$ cat src/logic/rr_csr_defs.svh
`ifndef RR_CSR_DEFS_SVH
`define RR_CSR_DEFS_SVH

// Register file geometry
`define RR_CSR_CNT              16
`define RR_CSR_IDX_W            4
`define RR_REG_STAGES           1
`define RR_CSR_VERSION_WORD     32'h0001_0002

// Register indices, one 32-bit word each
`define RR_CSR_VERSION              4'd0
`define RR_CSR_MODE                 4'd1
`define RR_CSR_BUF_ADDR_LO          4'd2
`define RR_CSR_BUF_ADDR_HI          4'd3
`define RR_CSR_BUF_SIZE_LO          4'd4
`define RR_CSR_BUF_SIZE_HI          4'd5
`define RR_CSR_RECORD_BUF_UPDATE    4'd6
`define RR_CSR_REPLAY_BUF_UPDATE    4'd7
`define RR_CSR_RECORD_FORCE_FINISH  4'd8
`define RR_CSR_VALIDATE_BUF_UPDATE  4'd9
`define RR_CSR_REPLAY_BITS_LO       4'd10
`define RR_CSR_REPLAY_BITS_HI       4'd11
`define RR_CSR_RECORD_BITS_LO       4'd12
`define RR_CSR_RECORD_BITS_HI       4'd13
`define RR_CSR_VALIDATE_BITS_LO     4'd14
`define RR_CSR_VALIDATE_BITS_HI     4'd15

`endif

$ cat src/logic/rr_csr_pkg.sv
`include "rr_csr_defs.svh"

package rr_csr_pkg;

    typedef logic [31:0]                csr_word_t;
    typedef logic [`RR_CSR_IDX_W-1:0]   csr_idx_t;
    typedef logic [31:0]                axil_addr_t;
    typedef logic [3:0]                 axil_strb_t;
    typedef logic [63:0]                bit_count_t;
    typedef logic [7:0]                 beat_bits_t;

    // MODE register bits 0 to 2
    typedef struct packed {
        logic validate_en;
        logic replay_en;
        logic record_en;
    } rr_mode_t;

    typedef struct packed {
        logic [63:0] buf_addr;
        logic [63:0] buf_size;
        bit_count_t  replay_bits;
        logic        write_buf_update;
        logic        read_buf_update;
        logic        record_force_finish;
        logic        validate_buf_update;
    } storage_ctrl_t;

    typedef struct packed {
        bit_count_t record_bits;
        bit_count_t validate_bits;
    } storage_stats_t;

endpackage

$ cat src/logic/rr_axil_if.sv
interface rr_axil_if;
    import rr_csr_pkg::*;

    // Write address and write data
    logic       awvalid;
    logic       awready;
    axil_addr_t awaddr;
    logic       wvalid;
    logic       wready;
    csr_word_t  wdata;
    axil_strb_t wstrb;

    // Write response
    logic       bvalid;
    logic       bready;
    logic [1:0] bresp;

    // Read address and read data
    logic       arvalid;
    logic       arready;
    axil_addr_t araddr;
    logic       rvalid;
    logic       rready;
    csr_word_t  rdata;
    logic [1:0] rresp;

    modport master (
        output awvalid, awaddr, wvalid, wdata, wstrb, bready, arvalid, araddr, rready,
        input  awready, wready, bvalid, bresp, arready, rvalid, rdata, rresp
    );

    modport slave (
        input  awvalid, awaddr, wvalid, wdata, wstrb, bready, arvalid, araddr, rready,
        output awready, wready, bvalid, bresp, arready, rvalid, rdata, rresp
    );

endinterface

$ cat src/logic/rr_pipe.sv
module rr_pipe #(
    parameter int WIDTH  = 1,
    parameter int STAGES = 1
) (
    input  logic             clk,
    input  logic             rstn,
    input  logic [WIDTH-1:0] in_i,
    output logic [WIDTH-1:0] out_o
);

    if (STAGES == 0) begin : g_wire
        assign out_o = in_i;
    end else begin : g_regs
        logic [WIDTH-1:0] stage_q [STAGES];

        // Shift register, stage 0 nearest the input
        always_ff @(posedge clk) begin
            if (!rstn) begin
                for (int i = 0; i < STAGES; i++) begin
                    stage_q[i] <= '0;
                end
            end else begin
                stage_q[0] <= in_i;
                for (int i = 1; i < STAGES; i++) begin
                    stage_q[i] <= stage_q[i-1];
                end
            end
        end

        assign out_o = stage_q[STAGES-1];
    end

endmodule

$ cat src/logic/rr_csrs.sv
`include "rr_csr_defs.svh"

module rr_csrs #(
    parameter int REG_STAGES = `RR_REG_STAGES
) (
    input  logic                       clk,
    input  logic                       rstn,
    rr_axil_if.slave                   bus,
    input  rr_csr_pkg::storage_stats_t stats_i,
    output rr_csr_pkg::storage_ctrl_t  ctrl_o,
    output rr_csr_pkg::rr_mode_t       mode_o
);
    import rr_csr_pkg::*;

    csr_word_t      csrs [`RR_CSR_CNT];

    logic           aw_fire;
    logic           w_fire;
    logic           wr_fire;
    logic           aw_held;
    logic           w_held;
    logic           wr_q;
    logic           wr_qq;
    logic           b_stall;
    logic           r_stall;
    logic           ar_fire;
    csr_idx_t       wr_idx;
    csr_idx_t       commit_idx;
    csr_idx_t       rd_idx;
    csr_word_t      wr_data;
    csr_word_t      wr_mask;
    csr_word_t      merge_base;
    csr_word_t      merge_q;
    storage_stats_t stats_q;
    storage_ctrl_t  ctrl_d;
    rr_mode_t       mode_d;

    function automatic logic is_read_only(csr_idx_t idx);
        return (idx == `RR_CSR_VERSION) || (idx == `RR_CSR_RECORD_BITS_LO) ||
               (idx == `RR_CSR_RECORD_BITS_HI) || (idx == `RR_CSR_VALIDATE_BITS_LO) ||
               (idx == `RR_CSR_VALIDATE_BITS_HI);
    endfunction

    // Write channels, either may come first
    assign aw_fire     = bus.awvalid & bus.awready;
    assign w_fire      = bus.wvalid & bus.wready;
    assign wr_fire     = (aw_fire | aw_held) & (w_fire | w_held);
    assign b_stall     = bus.bvalid & ~bus.bready;
    assign bus.awready = ~aw_held & ~b_stall;
    assign bus.wready  = ~w_held & ~b_stall;

    always_ff @(posedge clk) begin
        if (!rstn) begin
            aw_held <= 1'b0;
            w_held  <= 1'b0;
            wr_q    <= 1'b0;
            wr_qq   <= 1'b0;
        end else begin
            aw_held <= (aw_held | aw_fire) & ~wr_fire;
            w_held  <= (w_held | w_fire) & ~wr_fire;
            wr_q    <= wr_fire;
            wr_qq   <= wr_q;
        end
    end

    // Word index from the byte address, strobes widened to a bit mask
    always_ff @(posedge clk) begin
        if (aw_fire) begin
            wr_idx <= bus.awaddr[2 +: `RR_CSR_IDX_W];
        end
        if (w_fire) begin
            wr_data <= bus.wdata;
            for (int b = 0; b < 4; b++) begin
                wr_mask[8*b +: 8] <= {8{bus.wstrb[b]}};
            end
        end
    end

    // Back-to-back writes to one index see the word still being committed
    assign merge_base = (wr_qq && commit_idx == wr_idx) ? merge_q : csrs[wr_idx];

    always_ff @(posedge clk) begin
        if (wr_q) begin
            merge_q    <= (wr_data & wr_mask) | (merge_base & ~wr_mask);
            commit_idx <= wr_idx;
        end
    end

    rr_pipe #(
        .WIDTH  ($bits(storage_stats_t)),
        .STAGES (REG_STAGES)
    ) u_stats_pipe (
        .clk   (clk),
        .rstn  (rstn),
        .in_i  (stats_i),
        .out_o (stats_q)
    );

    // Register file; read-only words are refreshed every cycle
    always_ff @(posedge clk) begin
        if (!rstn) begin
            for (int i = 0; i < `RR_CSR_CNT; i++) begin
                csrs[i] <= '0;
            end
        end else begin
            if (wr_qq && !is_read_only(commit_idx)) begin
                csrs[commit_idx] <= merge_q;
            end
            csrs[`RR_CSR_VERSION]          <= `RR_CSR_VERSION_WORD;
            csrs[`RR_CSR_RECORD_BITS_LO]   <= stats_q.record_bits[31:0];
            csrs[`RR_CSR_RECORD_BITS_HI]   <= stats_q.record_bits[63:32];
            csrs[`RR_CSR_VALIDATE_BITS_LO] <= stats_q.validate_bits[31:0];
            csrs[`RR_CSR_VALIDATE_BITS_HI] <= stats_q.validate_bits[63:32];
        end
    end

    // Write response, held until bready
    always_ff @(posedge clk) begin
        if (!rstn) begin
            bus.bvalid <= 1'b0;
        end else if (wr_fire) begin
            bus.bvalid <= 1'b1;
        end else if (bus.bready) begin
            bus.bvalid <= 1'b0;
        end
    end

    assign bus.bresp = 2'b00;

    // Reads wait out a pending response and the two commit cycles
    assign r_stall     = bus.rvalid & ~bus.rready;
    assign bus.arready = ~r_stall & ~wr_q & ~wr_qq;
    assign ar_fire     = bus.arvalid & bus.arready;
    assign rd_idx      = bus.araddr[2 +: `RR_CSR_IDX_W];

    always_ff @(posedge clk) begin
        if (!rstn) begin
            bus.rvalid <= 1'b0;
        end else if (ar_fire) begin
            bus.rvalid <= 1'b1;
        end else if (bus.rready) begin
            bus.rvalid <= 1'b0;
        end
    end

    always_ff @(posedge clk) begin
        if (ar_fire) begin
            bus.rdata <= csrs[rd_idx];
        end
    end

    assign bus.rresp = 2'b00;

    // Command pulses come from the committed index, one cycle per write
    assign ctrl_d.buf_addr            = {csrs[`RR_CSR_BUF_ADDR_HI], csrs[`RR_CSR_BUF_ADDR_LO]};
    assign ctrl_d.buf_size            = {csrs[`RR_CSR_BUF_SIZE_HI], csrs[`RR_CSR_BUF_SIZE_LO]};
    assign ctrl_d.replay_bits         = {csrs[`RR_CSR_REPLAY_BITS_HI],
                                         csrs[`RR_CSR_REPLAY_BITS_LO]};
    assign ctrl_d.write_buf_update    = wr_qq && (commit_idx == `RR_CSR_RECORD_BUF_UPDATE);
    assign ctrl_d.read_buf_update     = wr_qq && (commit_idx == `RR_CSR_REPLAY_BUF_UPDATE);
    assign ctrl_d.record_force_finish = wr_qq && (commit_idx == `RR_CSR_RECORD_FORCE_FINISH);
    assign ctrl_d.validate_buf_update = wr_qq && (commit_idx == `RR_CSR_VALIDATE_BUF_UPDATE);

    assign mode_d.record_en   = csrs[`RR_CSR_MODE][0];
    assign mode_d.replay_en   = csrs[`RR_CSR_MODE][1];
    assign mode_d.validate_en = csrs[`RR_CSR_MODE][2];

    rr_pipe #(
        .WIDTH  ($bits(storage_ctrl_t)),
        .STAGES (REG_STAGES)
    ) u_ctrl_pipe (
        .clk   (clk),
        .rstn  (rstn),
        .in_i  (ctrl_d),
        .out_o (ctrl_o)
    );

    rr_pipe #(
        .WIDTH  ($bits(rr_mode_t)),
        .STAGES (REG_STAGES)
    ) u_mode_pipe (
        .clk   (clk),
        .rstn  (rstn),
        .in_i  (mode_d),
        .out_o (mode_o)
    );

endmodule

$ cat src/logic/rr_trace_stats.sv
module rr_trace_stats (
    input  logic                       clk,
    input  logic                       rstn,
    input  rr_csr_pkg::storage_ctrl_t  ctrl_i,
    input  rr_csr_pkg::rr_mode_t       mode_i,
    input  logic                       trace_valid_i,
    input  rr_csr_pkg::beat_bits_t     trace_bits_i,
    input  logic                       validate_valid_i,
    input  rr_csr_pkg::beat_bits_t     validate_bits_i,
    output rr_csr_pkg::storage_stats_t stats_o
);
    import rr_csr_pkg::*;

    bit_count_t record_cnt;
    bit_count_t validate_cnt;

    // A buffer update restarts the count, otherwise add the beat when enabled
    function automatic bit_count_t next_count(bit_count_t cnt, logic clear, logic en,
                                              logic valid, beat_bits_t bits);
        bit_count_t result;
        result = cnt;
        if (clear) begin
            result = '0;
        end else if (en && valid) begin
            result = cnt + bit_count_t'(bits);
        end
        return result;
    endfunction

    always_ff @(posedge clk) begin
        if (!rstn) begin
            record_cnt   <= '0;
            validate_cnt <= '0;
        end else begin
            record_cnt   <= next_count(record_cnt, ctrl_i.write_buf_update,
                                       mode_i.record_en, trace_valid_i, trace_bits_i);
            validate_cnt <= next_count(validate_cnt, ctrl_i.validate_buf_update,
                                       mode_i.validate_en, validate_valid_i,
                                       validate_bits_i);
        end
    end

    assign stats_o.record_bits   = record_cnt;
    assign stats_o.validate_bits = validate_cnt;

endmodule

$ cat src/logic/rr_cfg_top.sv
`include "rr_csr_defs.svh"

module rr_cfg_top #(
    parameter int REG_STAGES = `RR_REG_STAGES
) (
    input  logic                   clk,
    input  logic                   rstn,
    // AXI-Lite slave port
    input  logic                   awvalid_i,
    output logic                   awready_o,
    input  rr_csr_pkg::axil_addr_t awaddr_i,
    input  logic                   wvalid_i,
    output logic                   wready_o,
    input  rr_csr_pkg::csr_word_t  wdata_i,
    input  rr_csr_pkg::axil_strb_t wstrb_i,
    output logic                   bvalid_o,
    input  logic                   bready_i,
    output logic [1:0]             bresp_o,
    input  logic                   arvalid_i,
    output logic                   arready_o,
    input  rr_csr_pkg::axil_addr_t araddr_i,
    output logic                   rvalid_o,
    input  logic                   rready_i,
    output rr_csr_pkg::csr_word_t  rdata_o,
    output logic [1:0]             rresp_o,
    // Trace beats
    input  logic                   trace_valid_i,
    input  rr_csr_pkg::beat_bits_t trace_bits_i,
    input  logic                   validate_valid_i,
    input  rr_csr_pkg::beat_bits_t validate_bits_i,
    // Control towards the trace storage
    output rr_csr_pkg::rr_mode_t   mode_o,
    output logic [63:0]            buf_addr_o,
    output logic [63:0]            buf_size_o,
    output rr_csr_pkg::bit_count_t replay_bits_o,
    output logic                   write_buf_update_o,
    output logic                   read_buf_update_o,
    output logic                   record_force_finish_o,
    output logic                   validate_buf_update_o
);
    import rr_csr_pkg::*;

    storage_ctrl_t  ctrl;
    storage_stats_t stats;

    rr_axil_if axil ();

    assign axil.awvalid = awvalid_i;
    assign axil.awaddr  = awaddr_i;
    assign axil.wvalid  = wvalid_i;
    assign axil.wdata   = wdata_i;
    assign axil.wstrb   = wstrb_i;
    assign axil.bready  = bready_i;
    assign axil.arvalid = arvalid_i;
    assign axil.araddr  = araddr_i;
    assign axil.rready  = rready_i;

    assign awready_o = axil.awready;
    assign wready_o  = axil.wready;
    assign bvalid_o  = axil.bvalid;
    assign bresp_o   = axil.bresp;
    assign arready_o = axil.arready;
    assign rvalid_o  = axil.rvalid;
    assign rdata_o   = axil.rdata;
    assign rresp_o   = axil.rresp;

    rr_csrs #(
        .REG_STAGES (REG_STAGES)
    ) u_csrs (
        .clk     (clk),
        .rstn    (rstn),
        .bus     (axil.slave),
        .stats_i (stats),
        .ctrl_o  (ctrl),
        .mode_o  (mode_o)
    );

    rr_trace_stats u_trace_stats (
        .clk              (clk),
        .rstn             (rstn),
        .ctrl_i           (ctrl),
        .mode_i           (mode_o),
        .trace_valid_i    (trace_valid_i),
        .trace_bits_i     (trace_bits_i),
        .validate_valid_i (validate_valid_i),
        .validate_bits_i  (validate_bits_i),
        .stats_o          (stats)
    );

    assign buf_addr_o            = ctrl.buf_addr;
    assign buf_size_o            = ctrl.buf_size;
    assign replay_bits_o         = ctrl.replay_bits;
    assign write_buf_update_o    = ctrl.write_buf_update;
    assign read_buf_update_o     = ctrl.read_buf_update;
    assign record_force_finish_o = ctrl.record_force_finish;
    assign validate_buf_update_o = ctrl.validate_buf_update;

endmodule

$ cat config.mk
export PLATFORM = sky130hd
export DESIGN_NAME = rr_cfg_top
export DESIGN_NICKNAME = d
export VERILOG_FILES = /design/src/logic/rr_csr_pkg.sv /design/src/logic/rr_axil_if.sv /design/src/logic/rr_pipe.sv /design/src/logic/rr_csrs.sv /design/src/logic/rr_trace_stats.sv /design/src/logic/rr_cfg_top.sv
export VERILOG_INCLUDE_DIRS = /design/src /design/src/logic
export SDC_FILE = /design/constraint.sdc
export NUM_CORES = 2
export LEC_CHECK = 0
export BUFFER_PORTS_ARGS = -buffer_cell sky130_fd_sc_hd__buf_2
export CAP_MARGIN = 0
export CORE_ASPECT_RATIO = 0.8
export CORE_MARGIN = 2
export CORE_UTILIZATION = 25
export CTS_CLUSTER_DIAMETER = 80
export CTS_CLUSTER_SIZE = 24
export DETAILED_ROUTE_END_ITERATION = 7
export GPL_TIMING_DRIVEN = 0
export HOLD_SLACK_MARGIN = 0.1
export SLEW_MARGIN = 20
export SYNTH_ARGS = -nofsm -noshare
export SYNTH_HDL_FRONTEND = slang
export SYNTH_SLANG_ARGS = --single-unit
$ cat constraint.sdc
create_clock -name clk -period 4.9 [get_ports clk]
set_input_delay 0.98 -clock clk [delete_from_list [all_inputs] [get_ports clk]]
set_output_delay 0.98 -clock clk [all_outputs]
set_load 0.02 [all_outputs]
==> results.md <==
* Final cycle utilization of the critical path at 74.0%
* Post-CTS Setup Bufs at 0
* Crit path DAT at 4190 ps
* Clock Skews at 47.1 ps
* Most common cell after layout, fill and taps aside: and2_1
* FMAX at 276 MHz
* Met1 GRT Util at 22.1%
* Die area at 179,000 sq um
* Synth-to-Final Area Change at 15.9%
* Initial antenna violation count at 20
* Hold crit path type: register to register
* Synth cell types at 57
* Required time of the critical path at 5470 ps
* Row count at 137
* Share of cells above drive strength 1 at 21.6%
* Post-route minimum period at 3620 ps
* Post-DRT Antenna Nets at 0
* Clock latency on the worst-skew pair at 740 ps
* Yosys top cell area share at 31.5%
* Yosys reg bits at 1,085
* Status: finished clean
* Initial DRC count at 4,008
* Leading area contributor after synthesis: edfxtp_1
* Worst slew margin at 16.8%
* DR DRC count at 0
* Pins over their slew limit at 0
* M3 GR Usage at 3.55%
* Largest net degree at the start of global routing at 34
* GRT overflow at 0
* IO buf count at 300
* Hold Worst Slack at 434 ps
* Total GRT Usage at 17.4%
* Sequential element share of the synthesized area at 60.0%
* Slew of the pin with the lowest slew margin at 1250 ps
* CP peak stage delay at 940 ps
* Post-synth EDFFs at 460
* Area of the mapped netlist at 43,900 sq um
* CP bufs+invs at 2
* DR WL/cell at 27.0 um
* Post-Route Setup TNS at 0 ps
* Hold buffer count at CTS at 0
* CTS tree: yes
* Max clock buf depth at 3
* Synth async-reset ratio at 0%
* Maximum VDD drop at 0.000282 V
* Commonest cells after routing, fill and taps aside: and2_1 (801), dfxtp_1 (625), edfxtp_1 (460)
* Vias per Instance at 4.90
* Crit-path max FO at 10
* Io pins at 365
* Crit Path Class: primary input to register
* Final Cell Area at 50,900 sq um
* Root buffer cell: clkbuf_16
* Routability congestion estimate at 0.951
* Vias in the first global route at 28,400
* Final hold vios at 0
* Placement-stage cell area at 49,100 sq um
* Mean Syn Cell Area at 13.8 sq um
* GRT busiest layer: met2
* Setup crit start kind: primary input
* Die Span X at 473 um
* Yosys warning count at 0
* M2 GR Usage at 28.1%
* Core area at 174,000 sq um
* Final wirelength at 160,000 um
* Layout Nets at 3,726
* CTS Sinks at 1,085
* CP top delay family: simple AND/OR/NAND/NOR gates
* H-tree depth at 2
* # setup viols final at 0
* Leakage power at 18.4 nW
* CP max stage cell: nor3_1
* Die height at 379 um
* CTS clk-pin slew, worst paths at 110 ps
* CTS Buf Count at 55
* Fillcell total at 17,500
* DRT Pass-1 Iters at 6
* Crit path cell chain: clkbuf_1 -> nand4b_1 -> nor3_1 -> clkbuf_1 -> and2_1
* Crit-path most repeated cell: clkbuf_1
* PostCTS Resize Cnt at 0
* Hpwl dp at 122,000 um
* First-pass GRT wire length at 219,000 um
* PwrDens at 336 nW/um^2
* DR vias at 29,000
* Worst Setup End Kind: register
* Unrepaired setup endpoints after global routing: no
* Max-cap viol count at 0
* Ys flop type: dfxtp_1
* Dominant cells by area after synthesis: edfxtp_1 (31%), dfxtp_1 (28%), mux4_2 (16%)
* Gate Count Post-Synth at 3,171
* Initial core utilization at 25.2%
[logic make-up (layout without fill, tap and decap cells)]
kind of cell / after synthesis / count (layout) / synth area share [%]
DFF: 1085 / 1085 / 60.0
xor gates and xnor gates: 81 / 81 / 1.62
and+or+nand+nor: 1212 / 1212 / 16.3
AOI/OAI and AO/OA: 196 / 196 / 2.81
other: 1 / 43 / 0.00854
adders and majority gates: 18 / 18 / 0.547
muxes: 325 / 325 / 16.5
buffers and inverters: 253 / 676 / 2.21
[path summary, 6_finish.rpt]
path | start | end | slack (ps) | depth (start not counted)
setup / recovery | rstn | u_csrs.csrs[8][20] | 1280 | 5
hold / removal | u_csrs.u_stats_pipe.g_regs.stage_q[0][26] | u_csrs.csrs[14][26] | 430 | 1
setup reg to reg | u_trace_stats.record_cnt[3] | u_trace_stats.record_cnt[25] | 1330 | 9
hold reg to reg | u_csrs.u_stats_pipe.g_regs.stage_q[0][26] | u_csrs.csrs[14][26] | 430 | 1
[where the power goes]
group	internal [W]	switching (W)	leakage [nW]	total, W
Clock	0.00229	0.00317	0.839	0.00546
Combinational	0.000701	0.00109	7.82	0.00179
Sequential	0.00968	0.000179	9.77	0.00986
[layer usage]
layer / vias to the layer above / part of all wire (%)
met2: 1689 / 46
met3: 364 / 9.0
li1: 12200 / -
met5: - / 0.029
met1: 14800 / 39
met4: 6 / 5.8
[synthesized netlist by cell type, types with 10 or more instances]
cell and n:
and2_1 803, dfxtp_1 625, edfxtp_1 460, mux4_2 320
clkbuf_1 199, nor2_1 122, a21oi_1 69, nand2_1 69
xnor2_1 61, o21ai_0 47, or3_1 35, nand3_1 34
a22o_1 32, buf_1 31, nand4_1 29, nor3_1 25
xor2_1 20, nor4_1 19, inv_1 18, ha_1 16
nor4b_1 16, and3_1 11, and4_1 11, o21a_1 10
[cell type report]
| type | instances | area, sq um | area share [%] |
|---|---|---|---|
| antenna | 9 | 22.5 | 0.0442 |
| buffer | 235 | 943 | 1.85 |
| clock buffer | 89 | 1570 | 3.09 |
| clock inverter | 12 | 179 | 0.352 |
| inverter | 18 | 67.6 | 0.133 |
| multi-input combinational | 1866 | 16900 | 33.1 |
| sequential | 1085 | 26300 | 51.7 |
| tap | 2293 | 2870 | 5.64 |
| timing repair buffer | 322 | 2050 | 4.02 |
[registers in the layout, indices dropped and copies added (netlist names), 3 cells and up, named ones only]
name	count
u_csrs.wr_idx	4
u_csrs.commit_idx	4
u_csrs.u_ctrl_pipe.g_regs.stage_q	196
u_csrs.csrs	512
u_csrs.bus.rdata	32
u_csrs.u_stats_pipe.g_regs.stage_q	128
u_csrs.wr_mask	4
u_trace_stats.record_cnt	64
u_csrs.u_mode_pipe.g_regs.stage_q	3
u_trace_stats.validate_cnt	64
u_csrs.wr_data	32
[metrics by stage]
step	util [%]	worst slack, ps	power, W	std cells
final	29.2	1280	0.0171	5929
after global routing	29.2	1210	0.0176	5922
after CTS	29.2	1290	0.0172	5920
after detailed placement	28.2	530	0.0118	5819
after global placement	27.8	-3650	0.0118	5797
after floorplan	-	430	0.0110	3204
(Power assumes the default switching activity.)
